## config.mk

```make
export PLATFORM = sky130hd
export DESIGN_NAME = fetch_front_end
export DESIGN_NICKNAME = d
export VERILOG_FILES = /design/src/verilog/fetch_pkg.sv /design/src/verilog/bpred_pkg.sv /design/src/verilog/fetch_bundle_if.sv /design/src/verilog/resolve_if.sv /design/src/verilog/bundle_filter.sv /design/src/verilog/branch_predictor.sv /design/src/verilog/fetch_pc_unit.sv /design/src/verilog/fetch_front_end.sv
export SDC_FILE = /design/constraint.sdc
export NUM_CORES = 1
export LEC_CHECK = 0
export BUFFER_PORTS_ARGS = -buffer_cell sky130_fd_sc_hd__buf_4
export CAP_MARGIN = 15
export CORE_ASPECT_RATIO = 1.75
export CORE_UTILIZATION = 45
export DETAILED_ROUTE_END_ITERATION = 6
export GPL_TIMING_DRIVEN = 0
export PLACE_DENSITY = 0.66
export REMOVE_ABC_BUFFERS = 1
export SLEW_MARGIN = 25
export SYNTH_ARGS = -nofsm -noshare
export SYNTH_HDL_FRONTEND = slang
export SYNTH_SLANG_ARGS = --single-unit
```

## constraint.sdc

```tcl
create_clock -name clk -period 14.5 [get_ports clk]
set_input_delay 2.175 -clock clk [delete_from_list [all_inputs] [get_ports clk]]
set_output_delay 2.175 -clock clk [all_outputs]
set_load 0.005 [all_outputs]
```

## src/verilog/fetch_pkg.sv

```systemverilog
package fetch_pkg;

   // instruction and pc width
   localparam int inst_w   = 16;
   // slots fetched per cycle
   localparam int bundle_n = 4;

   typedef logic [inst_w-1:0]   inst_t;
   // bit i belongs to slot i, slot 0 is inst0 and the oldest
   typedef logic [bundle_n-1:0] slot_mask_t;

   //////////////////////////////////////////////////////////////////////
   // opcode rules
   //////////////////////////////////////////////////////////////////////

   // top nibble all ones
   function automatic logic is_jump(inst_t ins);
      return &ins[15:12];
   endfunction

   // jump with a zero register field in bits 1..0
   function automatic logic is_im_jump(inst_t ins);
      return is_jump(ins) && (ins[1:0] == 2'b00);
   endfunction

   // 10xx with xx nonzero
   function automatic logic is_branch(inst_t ins);
      return (ins[15:14] == 2'b10) && (ins[13:12] != 2'b00);
   endfunction

   // sign extended bits 7..0
   function automatic inst_t branch_offset(inst_t ins);
      return {{(inst_w - 8){ins[7]}}, ins[7:0]};
   endfunction

   // sign extended bits 11..2
   function automatic inst_t jump_offset(inst_t ins);
      return {{(inst_w - 10){ins[11]}}, ins[11:2]};
   endfunction

endpackage

```

## src/verilog/bpred_pkg.sv

```systemverilog
package bpred_pkg;

   // 2-bit saturating counter
   typedef logic [1:0] bpred_ctr_t;

   // weakly not taken
   localparam bpred_ctr_t bpred_ctr_init = 2'd1;

   // table index taken from the low pc bits
   localparam int bpred_idx_w = 4;

   // branches allowed in flight past fetch
   localparam int max_branches = 2;

   // upper half of the range predicts taken
   function automatic logic ctr_taken(bpred_ctr_t c);
      return c[1];
   endfunction

   // saturate at 0 and 3
   function automatic bpred_ctr_t ctr_train(bpred_ctr_t c, logic taken);
      bpred_ctr_t r;
      r = c;
      if (taken && (c != 2'd3))
         r = c + 2'd1;
      else if (!taken && (c != 2'd0))
         r = c - 2'd1;
      return r;
   endfunction

endpackage

```

## src/verilog/fetch_bundle_if.sv

```systemverilog
interface fetch_bundle_if import fetch_pkg::*; ();

   // pc of slot 0
   logic [inst_w-1:0] pc;

   // raw words from instruction memory
   inst_t inst [bundle_n];

   // low only while the core sits in reset
   logic valid;

   // pc unit owns the pc and reads the words for target math
   modport source (
      output pc,
      input  inst
   );

   // filter and predictor only look
   modport sink (
      input pc,
      input inst,
      input valid
   );

endinterface

```

## src/verilog/resolve_if.sv

```systemverilog
interface resolve_if import fetch_pkg::*; ();

   // single cycle pulse from commit
   logic              valid;
   // pc of the resolved branch
   logic [inst_w-1:0] pc;
   logic              taken;
   logic              mispredict;
   // younger in-flight branch thrown away too
   logic              two_branches;
   // correct fetch pc after a mispredict
   logic [inst_w-1:0] target;

   modport commit (
      output valid, pc, taken, mispredict, two_branches, target
   );

   modport listener (
      input valid, pc, taken, mispredict, two_branches, target
   );

endinterface

```

## src/verilog/bundle_filter.sv

```systemverilog
module bundle_filter import fetch_pkg::*, bpred_pkg::*; #(
   parameter int max_inflight = max_branches
) (
   input  logic              clk,
   input  logic              rst_n,
   fetch_bundle_if.sink      bundle,
   resolve_if.listener       resolve,
   input  logic              stall_fetch,
   input  logic [1:0]        pred,
   output slot_mask_t        branch_mask,
   output slot_mask_t        tkn_brnch,
   output slot_mask_t        is_im_jmp,
   output logic              redirect,
   output logic [inst_w-1:0] seq_pc,
   output inst_t             instruction0,
   output inst_t             instruction1,
   output inst_t             instruction2,
   output inst_t             instruction3,
   output logic              brch_full
);

   // counter never passes the limit
   localparam int cnt_w = $clog2(max_inflight + 1);

   slot_mask_t       is_jmp;
   slot_mask_t       is_imj;
   slot_mask_t       squash;
   slot_mask_t       hit;
   slot_mask_t       live_br;
   logic [cnt_w-1:0] brnch_cnt;
   logic [cnt_w-1:0] brnch_cnt_nxt;
   logic             hold_q;
   logic             block;

   //////////////////////////////////////////////////////////////////////
   // slot decode
   //////////////////////////////////////////////////////////////////////

   always_comb begin
      for (int i = 0; i < bundle_n; i++) begin
         branch_mask[i] = is_branch(bundle.inst[i]);
         is_jmp[i]      = is_jump(bundle.inst[i]);
         is_imj[i]      = is_im_jump(bundle.inst[i]);
      end
   end

   // whole bundle dropped
   assign block = stall_fetch || hold_q || !bundle.valid;

   //////////////////////////////////////////////////////////////////////
   // squash chain, oldest slot first
   //////////////////////////////////////////////////////////////////////

   always_comb begin
      int   run;
      int   ord;
      logic cut;
      logic p;
      // branches already in flight
      run = int'(brnch_cnt);
      // branches seen so far in this bundle
      ord = 0;
      cut = block;
      for (int i = 0; i < bundle_n; i++) begin
         run = run + int'(branch_mask[i]);
         // first branch gets pred[1], second gets pred[0]
         if (ord == 0)
            p = pred[1];
         else if (ord == 1)
            p = pred[0];
         else
            p = 1'b0;
         // third branch reached with nothing older cutting the bundle
         hit[i]       = branch_mask[i] && (run > max_inflight) && !cut;
         squash[i]    = cut || (branch_mask[i] && (run > max_inflight));
         tkn_brnch[i] = branch_mask[i] && !squash[i] && p;
         ord          = ord + int'(branch_mask[i]);
         // everything younger than a jump or a taken branch goes
         cut          = squash[i] || is_jmp[i] || tkn_brnch[i];
      end
   end

   assign is_im_jmp = is_imj & ~squash;
   assign live_br   = branch_mask & ~squash;

   // bundle ends on a live jump or taken branch
   assign redirect = |((is_jmp | tkn_brnch) & ~squash);

   // pc of the oldest squashed slot, else the next bundle
   always_comb begin
      seq_pc = bundle.pc + inst_w'(bundle_n);
      for (int i = bundle_n - 1; i >= 0; i--) begin
         if (squash[i])
            seq_pc = bundle.pc + inst_w'(i);
      end
   end

   //////////////////////////////////////////////////////////////////////
   // outstanding branch count and hold
   //////////////////////////////////////////////////////////////////////

   always_comb begin
      int base;
      int inc;
      base = int'(brnch_cnt);
      // zero under a stall since every slot is squashed
      inc  = $countones(live_br);
      if (resolve.valid) begin
         base = resolve.two_branches ? base - 2 : base - 1;
         if (base < 0)
            base = 0;
      end
      brnch_cnt_nxt = cnt_w'(base + inc);
   end

   always_ff @(posedge clk or negedge rst_n) begin
      if (!rst_n) begin
         brnch_cnt <= '0;
         hold_q    <= 1'b0;
      end else begin
         brnch_cnt <= brnch_cnt_nxt;
         // any resolve frees a slot for the held branch
         if (resolve.valid)
            hold_q <= 1'b0;
         else if (|hit)
            hold_q <= 1'b1;
      end
   end

   // up in the cycle the third branch shows, then held
   assign brch_full = hold_q || (|hit);

   // squashed slots become nops
   assign instruction0 = squash[0] ? '0 : bundle.inst[0];
   assign instruction1 = squash[1] ? '0 : bundle.inst[1];
   assign instruction2 = squash[2] ? '0 : bundle.inst[2];
   assign instruction3 = squash[3] ? '0 : bundle.inst[3];

endmodule

```

## src/verilog/branch_predictor.sv

```systemverilog
module branch_predictor import fetch_pkg::*, bpred_pkg::*; #(
   parameter int bpred_entries = 16
) (
   input  logic         clk,
   input  logic         rst_n,
   fetch_bundle_if.sink bundle,
   resolve_if.listener  resolve,
   input  slot_mask_t   branch_mask,
   output logic [1:0]   pred
);

   bpred_ctr_t             ctr_tbl [bpred_entries];
   logic [bpred_idx_w-1:0] look_idx [2];
   logic [1:0]             look_hit;
   logic [bpred_idx_w-1:0] train_idx;

   //////////////////////////////////////////////////////////////////////
   // lookup for the two oldest branches
   //////////////////////////////////////////////////////////////////////

   always_comb begin
      int                n;
      logic [inst_w-1:0] slot_pc;
      n           = 0;
      look_hit    = '0;
      look_idx[0] = '0;
      look_idx[1] = '0;
      for (int i = 0; i < bundle_n; i++) begin
         slot_pc = bundle.pc + inst_w'(i);
         if (branch_mask[i] && (n < 2)) begin
            look_idx[n] = slot_pc[bpred_idx_w-1:0];
            look_hit[n] = 1'b1;
            n           = n + 1;
         end
      end
   end

   // bit 1 for the first branch, bit 0 for the second
   assign pred[1] = bundle.valid && look_hit[0] && ctr_taken(ctr_tbl[look_idx[0]]);
   assign pred[0] = bundle.valid && look_hit[1] && ctr_taken(ctr_tbl[look_idx[1]]);

   //////////////////////////////////////////////////////////////////////
   // training from commit
   //////////////////////////////////////////////////////////////////////

   assign train_idx = resolve.pc[bpred_idx_w-1:0];

   always_ff @(posedge clk or negedge rst_n) begin
      if (!rst_n) begin
         for (int e = 0; e < bpred_entries; e++) begin
            ctr_tbl[e] <= bpred_ctr_init;
         end
      end else if (resolve.valid) begin
         // up on taken, down otherwise
         ctr_tbl[train_idx] <= ctr_train(ctr_tbl[train_idx], resolve.taken);
      end
   end

endmodule

```

## src/verilog/fetch_pc_unit.sv

```systemverilog
module fetch_pc_unit import fetch_pkg::*; (
   input  logic              clk,
   input  logic              rst_n,
   fetch_bundle_if.source    bundle,
   resolve_if.listener       resolve,
   input  logic              stall_fetch,
   input  logic              stall_for_jump,
   input  slot_mask_t        tkn_brnch,
   input  slot_mask_t        is_im_jmp,
   input  logic              redirect,
   input  logic [inst_w-1:0] seq_pc,
   input  logic [1:0]        pred,
   output logic              flush_mem
);

   logic [inst_w-1:0] pc_q;
   logic [inst_w-1:0] pc_nxt;
   logic [inst_w-1:0] ctl_target;
   logic [inst_w-1:0] br_tgt  [bundle_n];
   logic [inst_w-1:0] jmp_tgt [bundle_n];

   assign bundle.pc = pc_q;

   //////////////////////////////////////////////////////////////////////
   // per slot targets
   //////////////////////////////////////////////////////////////////////

   always_comb begin
      logic [inst_w-1:0] slot_pc;
      for (int i = 0; i < bundle_n; i++) begin
         slot_pc    = pc_q + inst_w'(i);
         br_tgt[i]  = slot_pc + branch_offset(bundle.inst[i]);
         jmp_tgt[i] = slot_pc + jump_offset(bundle.inst[i]);
      end
   end

   // oldest taken branch beats oldest immediate jump
   always_comb begin
      // register jump keeps seq_pc and waits on stall_for_jump
      ctl_target = seq_pc;
      for (int i = bundle_n - 1; i >= 0; i--) begin
         if (is_im_jmp[i])
            ctl_target = jmp_tgt[i];
      end
      for (int i = bundle_n - 1; i >= 0; i--) begin
         if (tkn_brnch[i])
            ctl_target = br_tgt[i];
      end
   end

   //////////////////////////////////////////////////////////////////////
   // next pc select
   //////////////////////////////////////////////////////////////////////

   always_comb begin
      if (resolve.valid && resolve.mispredict)
         pc_nxt = resolve.target;
      else if (stall_fetch || stall_for_jump)
         pc_nxt = pc_q;
      else if (redirect)
         pc_nxt = ctl_target;
      else
         pc_nxt = seq_pc;
   end

   always_ff @(posedge clk or negedge rst_n) begin
      if (!rst_n) begin
         pc_q      <= '0;
         flush_mem <= 1'b0;
      end else begin
         pc_q      <= pc_nxt;
         // memory drops its in-flight fetch one cycle later
         flush_mem <= (|pred) || (resolve.valid && resolve.mispredict);
      end
   end

endmodule

```

## src/verilog/fetch_front_end.sv

```systemverilog
module fetch_front_end import fetch_pkg::*, bpred_pkg::*; #(
   parameter int bpred_entries = 16,
   parameter int max_inflight  = max_branches
) (
   input  logic                clk,
   input  logic                rst_n,
   output logic [inst_w-1:0]   fetch_pc,
   input  logic [inst_w-1:0]   inst0,
   input  logic [inst_w-1:0]   inst1,
   input  logic [inst_w-1:0]   inst2,
   input  logic [inst_w-1:0]   inst3,
   input  logic                stall_fetch,
   input  logic                stall_for_jump,
   input  logic                resolve_valid,
   input  logic                resolve_taken,
   input  logic                resolve_mispredict,
   input  logic                resolve_two,
   input  logic [inst_w-1:0]   resolve_pc,
   input  logic [inst_w-1:0]   resolve_target,
   output logic [inst_w-1:0]   instruction0,
   output logic [inst_w-1:0]   instruction1,
   output logic [inst_w-1:0]   instruction2,
   output logic [inst_w-1:0]   instruction3,
   output logic [bundle_n-1:0] tkn_brnch,
   output logic [bundle_n-1:0] is_im_jmp,
   output logic                brch_full,
   output logic                flush_mem
);

   fetch_bundle_if bundle ();
   resolve_if      resolve ();

   slot_mask_t        branch_mask;
   logic [1:0]        pred;
   logic              redirect;
   logic [inst_w-1:0] seq_pc;

   // memory words into the bundle
   assign bundle.inst[0] = inst0;
   assign bundle.inst[1] = inst1;
   assign bundle.inst[2] = inst2;
   assign bundle.inst[3] = inst3;
   assign bundle.valid   = rst_n;
   assign fetch_pc       = bundle.pc;

   // commit side of the resolve message
   assign resolve.valid        = resolve_valid;
   assign resolve.pc           = resolve_pc;
   assign resolve.taken        = resolve_taken;
   assign resolve.mispredict   = resolve_mispredict;
   assign resolve.two_branches = resolve_two;
   assign resolve.target       = resolve_target;

   fetch_pc_unit u_pc (
      .clk, .rst_n, .bundle(bundle.source), .resolve(resolve.listener),
      .stall_fetch, .stall_for_jump, .tkn_brnch, .is_im_jmp,
      .redirect, .seq_pc, .pred, .flush_mem
   );

   bundle_filter #(.max_inflight(max_inflight)) u_filter (
      .clk, .rst_n, .bundle(bundle.sink), .resolve(resolve.listener),
      .stall_fetch, .pred, .branch_mask, .tkn_brnch, .is_im_jmp,
      .redirect, .seq_pc, .instruction0, .instruction1,
      .instruction2, .instruction3, .brch_full
   );

   branch_predictor #(.bpred_entries(bpred_entries)) u_bpred (
      .clk, .rst_n, .bundle(bundle.sink), .resolve(resolve.listener),
      .branch_mask, .pred
   );

endmodule

```

* Word-level counts from Yosys, hierarchy flattened *
Cells that the tools add are included.

word-level totals
  register bits = 52
  output and inout bits = 90

cells by class
  order comparisons = 24
  $add $sub $neg = 28
  bitwise operators = 14
  eq/ne operators = 8
  reductions and logical operators = 86
  multiplexer cells = 71

operators with widths
  operator                 number
  $mux W16                 19
  $add A16 B16 Y16         8
  $add A32 B2 Y32          4
  $gt A32 B3 Y1 const B    4
  $lt A32 B1 Y1 const B    4
  $lt A32 B3 Y1 const B    4
  $ge A32 B2 Y1 const B    3
  $logic_not A32 Y1        3
  $mux W32                 3
  $eq A32 B2 Y1 const B    2
  $ge A32 B1 Y1 const B    2
  $not A32 Y32             2
  $logic_and A1 B1 Y1      41
  $add A16 B2 Y16 const B  2
  $add A32 B2 Y32 const B  1
  $bwmux W32               1
  $not A1 Y32              1
  $mux W2                  15
  $bmux W2 S4              3
  $bwmux W8                3
  $mux W8                  3
  $add A16 B1 Y16 const B  1
  $add A16 B3 Y16 const B  1
  $mux W4                  4
  other kinds (32)         97

* Logic depth before layout (Yosys ltp) *
Gate-level depths: netlist of run 1.

  word-level depth = 49
  gate-level depth with buffers = 25
  gate-level depth less buffers = 23

* Hierarchy *
From an unflattened synthesis of run 1, not the netlist that was laid out.

unflattened totals
  cells, all modules = 1788
  area total of the unflattened synthesis = 13723.2 um2

by module, submodules not included
  module            cells an instance  times used  area each (um2)
  fetch_pc_unit     1113               1           8259.2
  branch_predictor  309                1           3002.9
  bundle_filter     366                1           2461.1

* Least setup slack after synthesis of run 1 *
No wires, ideal clock.

  kind = input-to-output
  from = input inst0[14]
  to = output instruction3[10]
  setup slack = 5.692 ns
  arrival time = 6.633 ns
  path buffers = 2
  data required time = 12.325 ns
  cell stages on the path = 17
  cell sequence = nand2b_2 > nor2_1 > inv_2 > ha_1 > or3_4 > o22a_2 > nor2_4 > mux2i_2 > mux4_1 > a22o_1 > o221ai_2 > o21a_4 > nand2_8 > nor3_4 > clkbuf_1 > clkbuf_1 > and2_1

on the way
  cells in the longest elaborated chain, start to end = 35
  elaborated cells between the ends (all ways) = 113
  those cells by class = add/sub (7); order compare (19); eq/ne (2); mux (37); bitwise (8); reduce/logical (40)

RTL lines
  element                           line                                            source
  start, declared                   fetch_front_end.sv:8                            input logic [inst_w-1:0] inst0,
  $eq A2 B2 Y1                      fetch_pkg.sv:28                                 return (ins[15:14] == 2'b10) && (ins[13:12] != 2'b00);
  $logic_and A1 B1 Y1               fetch_pkg.sv:28
  $mux W1                           branch_predictor.sv:30                          if (branch_mask[i] && (n < 2)) begin
  $lt A1 B2 Y1                      branch_predictor.sv:30, branch_predictor.sv:32
  $logic_and A1 B1 Y1               branch_predictor.sv:30
  $mux W32                          branch_predictor.sv:30
  $lt A32 B3 Y1                     branch_predictor.sv:30, branch_predictor.sv:32
  $logic_and A1 B1 Y1               branch_predictor.sv:30
  [17 not listed]                   n/a
  $logic_and A1 B1 Y1 (2 in a row)  bundle_filter.sv:76                             tkn_brnch[i] = branch_mask[i] && !squash[i] && p;
  $logic_or A1 B1 Y1                bundle_filter.sv:79                             cut = squash[i] || is_jmp[i] || tkn_brnch[i];
  $logic_or A1 B1 Y1                bundle_filter.sv:75                             squash[i] = cut || (branch_mask[i] && (run > max_inflight));
  $logic_not A1 Y1                  bundle_filter.sv:76
  $logic_and A1 B1 Y1 (2 in a row)  bundle_filter.sv:76
  $logic_or A1 B1 Y1                bundle_filter.sv:79
  $logic_or A1 B1 Y1 *              bundle_filter.sv:75
  $mux W16 *                        bundle_filter.sv:137                            assign instruction3 = squash[3] ? '0 : bundle.inst[3];
  end, declared                     fetch_front_end.sv:23                           output logic [inst_w-1:0] instruction3,

Mark *: on every way between the ends. The rest lies on a longest branch, timed or not. The select of a mux whose other input is x is not followed.

* Final worst setup path of run 1 *
  from = input inst0[14]
  to = output brch_full

on the way
  cells in the longest elaborated chain, start to end = 37
  elaborated cells between the ends (all ways) = 120
  those cells by class = add/sub (7); order compare (19); eq/ne (2); mux (36); bitwise (8); reduce/logical (48)

RTL lines
  element                           line                                            source
  $eq A2 B2 Y1                      fetch_pkg.sv:28
  $logic_and A1 B1 Y1               fetch_pkg.sv:28
  $mux W1                           branch_predictor.sv:30
  $lt A1 B2 Y1                      branch_predictor.sv:30, branch_predictor.sv:32
  $logic_and A1 B1 Y1               branch_predictor.sv:30
  $mux W32                          branch_predictor.sv:30
  $lt A32 B3 Y1                     branch_predictor.sv:30, branch_predictor.sv:32
  $logic_and A1 B1 Y1               branch_predictor.sv:30
  [20 not listed]                   n/a
  $logic_or A1 B1 Y1                bundle_filter.sv:75
  $logic_not A1 Y1                  bundle_filter.sv:76
  $logic_and A1 B1 Y1 (2 in a row)  bundle_filter.sv:76
  $logic_or A1 B1 Y1                bundle_filter.sv:79
  $logic_not A1 Y1                  bundle_filter.sv:74                             hit[i] = branch_mask[i] && (run > max_inflight) && !cut;
  $logic_and A1 B1 Y1               bundle_filter.sv:74
  $reduce_or A4 Y1 *                bundle_filter.sv:131                            assign brch_full = hold_q || (|hit);
  $logic_or A1 B1 Y1 *              bundle_filter.sv:131
  end, declared                     fetch_front_end.sv:26                           output logic brch_full,

Marks and branches as above.

==> results of run 1 <==
metrics by stage:
| stage | instance area (sq um) | util | hold WS (ns) |
|---|---|---|---|
| 2_1_floorplan | 11880 | - | 0.5102 |
| 3_3_place_gp | 13640 | 0.5131 | 0.5402 |
| 3_5_place_dp | 13760 | 0.5173 | 0.5489 |
| 4_1_cts | 13910 | 0.5230 | 0.5656 |
| 5_1_grt | 13920 | 0.5236 | 0.6009 |
| 6_report | 13930 | 0.5238 | 0.5643 |
layout by cell type (no fill, tap or decap), types with 13 or more instances in the layout:
cell type / synthesis / final
a21o_1: 38 / 38
o21bai_1: 23 / 23
nand2_1: 120 / 120
nor3_1: 46 / 45
dfrtp_1: 36 / 35
a21oi_1: 119 / 117
ha_1: 137 / 137
xor2_1: 56 / 54
a31oi_1: 13 / 13
mux2i_1: 21 / 21
xnor2_1: 101 / 101
o21ai_0: 78 / 77
o22ai_1: 17 / 17
o211ai_1: 22 / 22
nand2b_1: 15 / 15
a211oi_1: 19 / 19
mux2_2: 35 / 35
and3_1: 31 / 31
nor2_1: 103 / 102
or3_1: 18 / 17
inv_1: 59 / 59
nand4_1: 14 / 14
o21a_1: 16 / 16
and2_1: 59 / 59
nor2b_1: 18 / 18
dfstp_2: 16 / 16
buf_4: 3 / 184
nand3_1: 44 / 44
sequential cells by signal, indices dropped and copies added (netlist names):
signal,cells
u_filter.hold_q,1
u_pc.flush_mem,1
u_pc.bundle.pc,16
u_bpred.ctr_tbl,32
u_filter.brnch_cnt,2
final cells by class:
cell class / count / area [sq um]
antenna: 2 / 5.005
clock buffer: 7 / 142.6
clock inverter: 1 / 7.507
fill: 2627 / 12660
inverter: 66 / 255.2
multi-input combinational: 1377 / 10350
sequential: 52 / 1323
tap: 324 / 405.4
timing repair buffer: 189 / 1441
routing by layer:
| layer | wire [um] | vias to the layer above | part of all wire |
|---|---|---|---|
| met5 | 0 | - | 0 |
| met4 | 6859 | 0 | 0.13 |
| met3 | 4195 | 321 | 0.077 |
| met2 | 26100 | 765 | 0.48 |
| met1 | 17440 | 6380 | 0.32 |
| li1 | - | 6091 | - |
final timing paths:
path / startpoint / endpoint / slack (ns)
worst max-delay path: inst0[14] / brch_full / 3.11
worst min register to register: u_bpred.ctr_tbl[19]$_DFFE_PN0P_ / u_bpred.ctr_tbl[19]$_DFFE_PN0P_ / 0.56
max in group asynchronous: rst_n / u_pc.bundle.pc[1]$_DFFE_PN0P_ / 11.97
min in group asynchronous: rst_n / u_bpred.ctr_tbl[15]$_DFFE_PN0P_ / 1.93
worst min-delay path: u_bpred.ctr_tbl[19]$_DFFE_PN0P_ / u_bpred.ctr_tbl[19]$_DFFE_PN0P_ / 0.56
worst max register to register: u_pc.bundle.pc[0]$_DFFE_PN0P_ / u_pc.bundle.pc[4]$_DFFE_PN0P_ / 5.98
report_power, final:
part           switching, mW  internal, mW  leakage [nW]  total, mW
clock network         0.0619        0.0691        0.0701      0.131
logic                  0.935         0.623          5.45       1.56
registers              0.123         0.218         0.603      0.341
cell families (layout without fill, tap and decap cells):
| family | Yosys count | after routing | share of synthesized area |
|---|---|---|---|
| buf+inv | 138 | 263 | 0.04806 |
| compound gates | 477 | 477 | 0.2699 |
| flops | 52 | 52 | 0.1082 |
| mux | 72 | 72 | 0.07768 |
| other cells | 0 | 2 | 0 |
| simple gates | 523 | 523 | 0.2250 |
| fa+ha+maj | 148 | 148 | 0.1584 |
| xor+xnor | 157 | 157 | 0.1126 |
worst max-delay path: stages:
cell and delay, ns:
buf_4 0.11, nand2b_2 0.21, nor2_1 0.63, inv_2 0.18
ha_1 0.46, inv_1 0.15, or3_1 0.45, o22ai_1 0.24
nand2_2 0.13, a22oi_1 0.50, buf_2 0.32, mux2i_1 0.21
mux2i_1 0.14, a22oi_2 0.31, a21o_1 0.28, o211a_1 0.81
nand4_1 0.81, a31o_2 0.52, a311o_1 0.40, buf_4 0.16
==> metrics.txt, run 1 <==
status=complete, no violations; GRT Util Overall=0.3926; First DRT Iteration DRCs=1129; maximum fanout along the worst path=24; gr busiest metal=met2; core area=0.02659 sq mm; Worst Path Required=12.32 ns; leading cell types by count after synthesis=137 x ha_1, 120 x nand2_1, 119 x a21oi_1; Slew @ Worst Pin=1.043 ns; CTS Buffer Depth=2; H-Tree Depth=2; pwr dens=145.8 mW/mm^2; via count=13560; post-synthesis sequential area ratio=0.1082; initial antenna violation count=3; Worst Hold Depth=1; Synth cell types=105; Worst Reg-to-Reg Cells=16; Detailed Route WL=54.60 mm; share of the synthesized area in the top cell type=0.1404; Worst-Skew Late Latency=0.33 ns; grt ovf=0; CTS buffer count=5; fin. max-slew vios=0; Gates resized, CTS repair=0; Post-synth EDFFs=0; I/O Buffers=181; Gate Count Post-Synth=1567; CTS Hold Bufs=0; Routability Congestion=1.029; Post-Place Worst Slack=3.146 ns; share of layout cells above drive strength 1=0.1939; hpwl dp=42.26 mm; Setup Skew=0.02017 ns; setup TNS=0 ns; Rows=79; CP arrival=9.21 ns; synthesis-to-layout area growth=14.07%; DIE AREA=0.02782 sq mm; Pre-Repair DR Iteration Count=6; Die Wd=126.5 um; Non-Filler Instances=2018; met2 GRT Util=0.6702; setup ws final=3.113 ns; setup violators final=0; die height=219.9 um; kind of start point of the critical path=primary input; vias in the first global route=13120; clk slew on worst S/H paths=0.06 ns; Max VDD drop=104.5 uV; Rel. slew slack=0.3046; synth top area cells=ha_1 14%, dfrtp_1 7.4%, xnor2_1 7.2%; worst min path class=flip-flop to flip-flop; wire per inst=27.05 um; RSZ-0062 raised after global routing=no; part of the cycle the worst path needs=0.7853; YS warnings=0; cell leakage power=6.122 nW; Antenna Nets Post-Route=0; Boundary Pins=194; crit end category=output pin; DP Cell Count=2007; GR Util met1=0.3725; first-pass GRT wire length=79.83 mm; WS Path Type=primary input to output pin; Mapped Area=0.01221 sq mm; met3 Usage GRT=0.09153; root buffer cell=clkbuf_16; vias per inst=6.718; flops & latches, synth=52; most common cell in the synthesized netlist=ha_1; DRC violations left=0; Overall Power=2.030 mW; initial core utilization=0.4592; Final Hold Violating Endpoints=0; Synth Area per Inst=7.791 sq um; postcts setup bufs=0; Clock Sinks=52; NumNets Final=1943; most area-hungry cell type in the Yosys netlist=ha_1; pin count of the biggest net entering global routing=57; Max Fclk=87.82 MHz; MaxCap Viol Count=0; dominant synthesized flop cell=dfrtp_1; Final min period=11.39 ns; asr flop ratio synth=1.000; CTS tree=yes
No activity file was read; power rests on OpenSTA's default activity.
==> run 2: changes to the inputs <==
ABC_AREA = 1   (was unset)
clock period = 11.7 ns   (was 14.5 ns; I/O delays follow)
==> metrics.txt, run 2 <==
DRC violations left=23 (was 0); Routability Congestion=0.9916 (was 1.029); CP startpoint=inst0[14] (unchanged); Synth cell types=53 (was 105); Slew @ Worst Pin=1.038 ns (was 1.043 ns); Final min period=10.95 ns; H-Tree Depth=2 (unchanged); Gate Count Post-Synth=2006 (was 1567); postcts setup bufs=0 (unchanged); dpl cell area=0.01355 sq mm (was 0.01376 sq mm); sw frac=0.5675 (was 0.5515); root buffer cell=clkbuf_16 (unchanged); Biggest register=u_bpred.ctr_tbl (unchanged); Boundary Pins=194 (unchanged); Worst Reg-to-Reg Cells=29 (was 16); Detailed Route WL=45.84 mm (was 54.60 mm); GRT Util Overall=0.3405 (was 0.3926); CTS Buffer Depth=2 (unchanged); setup TNS=0 ns (unchanged); Worst R2R End=u_pc.bundle.pc[1]$_DFFE_PN0P_ (was u_pc.bundle.pc[4]$_DFFE_PN0P_); combinational share of power=0.772 (was 0.768); CTS Hold Bufs=0 (unchanged); die height=217.4 um (was 219.9 um); setup violators final=0 (unchanged); fin util=0.5279 (was 0.5238); DIE AREA=0.02720 sq mm (was 0.02782 sq mm); Internal Pwr Total=0.9999 mW (was 0.9106 mW); I/O Buffers=181 (unchanged); Setup Skew=0.009808 ns (was 0.02017 ns); grt ovf=0 (unchanged); dominant synthesized flop cell=dfrtp_1 (unchanged); Worst Path Required=9.95 ns (was 12.32 ns); clk slew on worst S/H paths=0.08 ns (was 0.06 ns); commonest non-fill, non-tap cell in the layout=nand2_1 (was buf_4); most area-hungry cell type in the Yosys netlist=ha_1 (unchanged); crit end category=output pin (unchanged); core area=0.02596 sq mm (was 0.02659 sq mm); Rel. slew slack=0.3075 (was 0.3046); Seq pwr share=0.156 (was 0.168); reg2reg start=u_pc.bundle.pc[1]$_DFFE_PN0P_ (was u_pc.bundle.pc[0]$_DFFE_PN0P_); CTS buffer count=5 (unchanged); most frequent cells in the layout=429 x nand2_1, 299 x inv_1, 280 x nor2_1, 207 x a21oi_1, 183 x buf_4 (was 184 x buf_4, 137 x ha_1, 120 x nand2_1, 117 x a21oi_1, 102 x nor2_1); flops & latches, synth=52 (unchanged); critical path's slowest cell=nand3_2 (was o211a_1); failing checks=DRC; synth top area cells=ha_1 14%, nand2_1 14%, inv_1 9.5% (was ha_1 14%, dfrtp_1 7.4%, xnor2_1 7.2%); First DRT Iteration DRCs=915 (was 1129); clock network fraction of total power=0.071 (was 0.065); initial antenna violation count=0 (was 3); via count=13740 (was 13560); max FFs per register=32 (unchanged); asr flop ratio synth=1.000 (unchanged); first-pass GRT wire length=71.24 mm (was 79.83 mm); initial core utilization=0.4597 (was 0.4592); Pre-Repair DR Iteration Count=7 (was 6); share of layout cells above drive strength 1=0.1297 (was 0.1939); ANT cells=0 (was 2); Buf+Inv Stages, Crit Path=7 (was 5); vias per inst=5.577 (was 6.718); Overall Power=2.312 mW (was 2.030 mW); Die Wd=125.1 um (was 126.5 um); maximum fanout along the worst path=39 (was 24); part of the cycle the worst path needs=0.9356; Mapped Area=0.01193 sq mm (was 0.01221 sq mm); worst min path class=flip-flop to flip-flop (unchanged); synthesis-to-layout area growth=14.84% (was 14.07%); share of the synthesized area in the top cell type=0.1436 (was 0.1404); Post-synth EDFFs=0 (unchanged); Final Hold Violating Endpoints=0 (unchanged); Clock Sinks=52 (unchanged); hpwl dp=37.10 mm (was 42.26 mm); Critical Path, Cell by Cell=buf_4 -> inv_2 -> nand2_1 -> nor2_2 -> inv_1 -> nor2_1 -> inv_1 -> ha_1 -> nand2_1 -> nor2_1 -> nor3_1 -> nor2_2 -> inv_2 -> nor2_1 -> nand3_2 -> nor2_1 -> nand3_4 -> nor2_4 -> nand3_4 -> inv_2 -> nand2_1 -> nor3_4 -> buf_4 (was buf_4 -> nand2b_2 -> nor2_1 -> inv_2 -> ha_1 -> inv_1 -> or3_1 -> o22ai_1 -> nand2_2 -> a22oi_1 -> buf_2 -> mux2i_1 -> mux2i_1 -> a22oi_2 -> a21o_1 -> o211a_1 -> nand4_1 -> a31o_2 -> a311o_1 -> buf_4); most common cell in the synthesized netlist=nand2_1 (was ha_1); wire per inst=18.60 um (was 27.05 um); Max Fclk=91.35 MHz; WS Path Type=primary input to output pin (unchanged); flop2flop setup slack=2.83 ns (was 5.98 ns); Top delay family on crit path=simple AND/OR/NAND/NOR gates (was compound AO/OA/AOI/OAI gates); design area=0.01370 sq mm (was 0.01393 sq mm); vias in the first global route=13480 (was 13120); Synth Area per Inst=5.949 sq um (was 7.791 sq um); NumNets Final=2395 (was 1943); CP arrival=9.19 ns (was 9.21 ns); RSZ-0062 raised after global routing=no (unchanged); fin. max-slew vios=0 (unchanged); status=finished, violations left (was complete, no violations); Max stage delay on crit path=0.82 ns (was 0.81 ns); Most common cell on crit path=nor2_1; Gates resized, CTS repair=0 (unchanged); Max VDD drop=78.32 uV (was 104.5 uV); Antenna Nets Post-Route=0 (unchanged); Worst-Skew Late Latency=0.31 ns (was 0.33 ns); Rows=78 (was 79); pin count of the biggest net entering global routing=54 (was 57); pwr dens=168.7 mW/mm^2 (was 145.8 mW/mm^2); cell leakage power=7.536 nW (was 6.122 nW); CP Capture Point=tkn_brnch[3] (was brch_full); YS warnings=0 (unchanged); MaxCap Viol Count=0 (unchanged); leading cell types by count after synthesis=430 x nand2_1, 302 x inv_1, 282 x nor2_1 (was 137 x ha_1, 120 x nand2_1, 119 x a21oi_1); CTS tree=yes (unchanged); cell depth of the worst setup path=23 (was 20); post-synthesis sequential area ratio=0.1107 (was 0.1082); Switch Pwr=1.312 mW (was 1.120 mW); kind of start point of the critical path=primary input (unchanged)
## run 2: how the worst min path moves through the flow
stage                                               start                               to  slack, ns  cells past startpoint
after floorplan            u_bpred.ctr_tbl[0]$_DFFE_PN1P_   u_bpred.ctr_tbl[0]$_DFFE_PN1P_       0.47                      2
after detailed placement  u_bpred.ctr_tbl[24]$_DFFE_PN1P_  u_bpred.ctr_tbl[24]$_DFFE_PN1P_       0.49                      2
after CTS                 u_bpred.ctr_tbl[24]$_DFFE_PN1P_  u_bpred.ctr_tbl[24]$_DFFE_PN1P_       0.51                      2
after global placement     u_bpred.ctr_tbl[8]$_DFFE_PN1P_   u_bpred.ctr_tbl[8]$_DFFE_PN1P_       0.49                      2
after global routing      u_bpred.ctr_tbl[20]$_DFFE_PN1P_  u_bpred.ctr_tbl[20]$_DFFE_PN1P_       0.52                      2
final                     u_bpred.ctr_tbl[24]$_DFFE_PN1P_  u_bpred.ctr_tbl[24]$_DFFE_PN1P_       0.50                      2
## run 2: tightest hold or removal path, delay by kind of cell (launching register included)
kind,cells,cell delay [ns]
buffers and inverters,1,0.05
DFF,1,0.37
AOI/OAI and AO/OA,1,0.08
## run 2: final cells by class
cell class              count  area [sq um]
clock buffers               5         125.1
well taps                 320         400.4
fillers                  2826         12260
multi-input cells        1583          9218
clock inverters             3         28.78
flip-flops and latches     52          1321
repair buffers            188          1434
inverters                 313          1177
## run 2: stage by stage
step / std cells / setup slack (ns) / hold slack, ns
after floorplan: 1948 / 3.158 / 0.4742
after global placement: 2449 / -1.299 / 0.4892
after detailed placement: 2456 / 0.9243 / 0.4937
after CTS: 2464 / 0.9054 / 0.5070
after global routing: 2464 / 0.4402 / 0.5197
final: 2464 / 0.7536 / 0.5018
## run 2: power by group through the flow
stage / Clock [mW] / Combinational [mW] / Sequential (mW)
after floorplan: 0 / 1.28 / 0.313
after global placement: 0 / 1.70 / 0.360
after detailed placement: 0 / 1.75 / 0.361
after CTS: 0.169 / 1.76 / 0.357
after global routing: 0.173 / 2.01 / 0.363
final: 0.165 / 1.79 / 0.361
## run 2: layer usage
metal  vias up  GRT usage  wire length (um)  share of wire
li1       6786          -                 -              -
met4         0     0.2890              4140          0.090
met2       475     0.6436             24220           0.53
met5         -          0                 0              0
met3       189    0.03827              1894          0.041
met1      6292     0.3278             15590           0.34
## run 2: kinds of logic (layout without fill, tap and decap cells)
group / Yosys count / in the layout / synth area share
simple gates: 891 / 891 / 0.3197
compound gates: 420 / 420 / 0.1965
buf+inv: 371 / 509 / 0.1200
fa+ha+maj: 148 / 148 / 0.1621
xor+xnor: 124 / 124 / 0.09100
flops: 52 / 52 / 0.1107
==> run 3: changes to the inputs <==
PLACE_DENSITY = 0.68   (was 0.66)
clock period = 9.5 ns   (was 11.7 ns; I/O delays follow)
==> metrics.txt, run 3 (synthesized netlist as in run 2, its figures left out) <==
clk slew on worst S/H paths=0.07 ns (was 0.08 ns); worst min path class=flip-flop to flip-flop (unchanged); Worst Hold End=u_bpred.ctr_tbl[20]$_DFFE_PN1P_ (was u_bpred.ctr_tbl[24]$_DFFE_PN1P_); fin. max-slew vios=0 (unchanged); CTS tree=yes (unchanged); initial core utilization=0.4597 (unchanged); flop2flop setup slack=1.39 ns (was 2.83 ns); Max VDD drop=115.1 uV (was 78.32 uV); critical path's slowest cell=nand3_4 (was nand3_2); Setup Skew=0.01456 ns (was 0.009808 ns); Pre-Repair DR Iteration Count=7 (unchanged); Final min period=9.162 ns; worst hold start=u_bpred.ctr_tbl[20]$_DFFE_PN1P_ (was u_bpred.ctr_tbl[24]$_DFFE_PN1P_); kind of start point of the critical path=primary input (unchanged); cell leakage power=7.545 nW (was 7.536 nW); first-pass GRT wire length=68.70 mm (was 71.24 mm); WS Path Type=primary input to output pin (unchanged); max FFs per register=32 (unchanged); Boundary Pins=194 (unchanged); gr busiest metal=met2 (unchanged); GR Util met1=0.3126 (was 0.3278); Biggest register=u_bpred.ctr_tbl (unchanged); setup violators final=0 (unchanged); via count=13610 (was 13740); part of the cycle the worst path needs=0.9644; failing checks=DRC (unchanged); Post-Place Worst Slack=-0.1921 ns (was 0.9243 ns); Worst Reg-to-Reg Cells=25 (was 29); met3 Usage GRT=0.02969 (was 0.03827); vias in the first global route=13150 (was 13480); most frequent cells in the layout=429 x nand2_1, 299 x inv_1, 280 x nor2_1, 207 x a21oi_1, 182 x buf_4 (was 429 x nand2_1, 299 x inv_1, 280 x nor2_1, 207 x a21oi_1, 183 x buf_4); grt ovf=0 (unchanged); status=finished, violations left (unchanged); wire per inst=18.28 um (was 18.60 um); commonest non-fill, non-tap cell in the layout=nand2_1 (unchanged); vias per inst=5.518 (was 5.577); ANT cells=0 (unchanged); pwr dens=208.3 mW/mm^2 (was 168.7 mW/mm^2); met2 GRT Util=0.6277 (was 0.6436); reg2reg start=u_pc.bundle.pc[1]$_DFFE_PN0P_ (unchanged); I/O Buffers=181 (unchanged); Detailed Route WL=45.07 mm (was 45.84 mm); Worst Hold Depth=2 (unchanged); Final Hold Violating Endpoints=0 (unchanged); Die Wd=125.1 um (unchanged); Worst R2R End=u_pc.bundle.pc[4]$_DFFE_PN0P_ (was u_pc.bundle.pc[1]$_DFFE_PN0P_); MaxCap Viol Count=0 (unchanged); CP arrival=7.74 ns (was 9.19 ns); Routability Congestion=0.9729 (was 0.9916); pin count of the biggest net entering global routing=54 (unchanged); H-Tree Depth=2 (unchanged); CTS Hold Bufs=0 (unchanged); Clock Sinks=52 (unchanged); Max Fclk=109.1 MHz; initial antenna violation count=0 (unchanged); GRT Util Overall=0.3284 (was 0.3405); share of layout cells above drive strength 1=0.1300 (was 0.1297); FILL cells=2763 (was 2826); root buffer cell=clkbuf_16 (unchanged); setup ws final=0.3381 ns (was 0.7536 ns); hpwl dp=36.90 mm (was 37.10 mm); Overall Power=2.862 mW (was 2.312 mW); Rows=78 (unchanged); Antenna Nets Post-Route=0 (unchanged); crit end category=output pin (unchanged); DIE AREA=0.02720 sq mm (unchanged); synthesis-to-layout area growth=15.13% (was 14.84%); Max stage delay on crit path=0.50 ns (was 0.82 ns); DRC violations left=18 (was 23); CTS Buffer Depth=2 (unchanged); Worst Path Required=8.08 ns (was 9.95 ns); CTS buffer count=5 (unchanged); Slew @ Worst Pin=1.018 ns (was 1.038 ns); Rel. slew slack=0.3172 (was 0.3075); maximum fanout along the worst path=39 (unchanged); First DRT Iteration DRCs=793 (was 915); die height=217.4 um (unchanged); Worst-Skew Late Latency=0.31 ns (about the same); core area=0.02596 sq mm (unchanged); NumNets Final=2397 (was 2395)
## run 3: cell count changes in the layout (fill, tap and decap cells not counted)
cell      change
buf_6         +2
buf_4         -1
inv_4         +1
inv_2         -2
nor2_2        -1
buf_2         +1
nand3_2       -1
nor2_4        +1
nand3_4       +1
clkinv_1      +1
## run 3: per-stage QoR
stage,std cells,hold WS [ns],cell area [sq um],util,setup TNS [ns]
floorplan,1948,0.4742,11680,-,0
global placement,2449,0.4902,13440,0.5176,-44.56
detailed placement,2458,0.4942,13570,0.5227,-0.1921
CTS,2466,0.5067,13730,0.5290,0
global route,2466,0.5283,13740,0.5293,-0.05287
finish,2466,0.5066,13740,0.5293,0
## run 3: power by group
part	switching, mW	leakage, nW	internal, mW	total, mW
clock	0.0976	0.0767	0.102	0.199
sequential	0.138	0.595	0.305	0.443
combinational	1.39	6.87	0.826	2.22
## run 3: area by class of cell
class                   instances  area, sq um  area share
multi-input cells            1583         9230      0.6718
repair buffers                190         1454      0.1058
flip-flops and latches         52         1321     0.09617
inverters                     313         1180     0.08588
well taps                     320        400.4     0.02914
clock buffers                   5        125.1    0.009107
clock inverters                 3        28.78    0.002095
## run 3: per-layer routing
layer	wire, um	vias to the layer above
li1	-	6792
met5	0	-
met4	4168	0
met3	1634	188
met1	15450	6178
met2	23820	450
## run 3: what timing repair did
item / CTS / global route
gates resized for setup: 1 / 3
pin swaps: 0 / 0
buffers inserted: 0 / 0
setup endpoints to repair: 2 / 2
## run 3: worst max-delay path by stage
stage	startpoint	end	slack (ns)	depth (start not counted)
floorplan	inst0[14]	is_im_jmp[1]	1.62	15
CTS	inst0[14]	tkn_brnch[3]	0.16	24
finish	inst0[14]	tkn_brnch[3]	0.34	25
detailed placement	inst0[14]	tkn_brnch[3]	-0.19	24
global route	inst0[14]	tkn_brnch[3]	-0.05	25
global placement	inst0[14]	u_pc.bundle.pc[1]$_DFFE_PN0P_	-2.77	29
## run 3: worst max-delay path: cells and delay by family
kind                     cells  cell delay, ns
AND/OR/NAND/NOR             15            3.96
adder cells (fa/ha/maj)      1            0.30
buffers and inverters        9            2.00
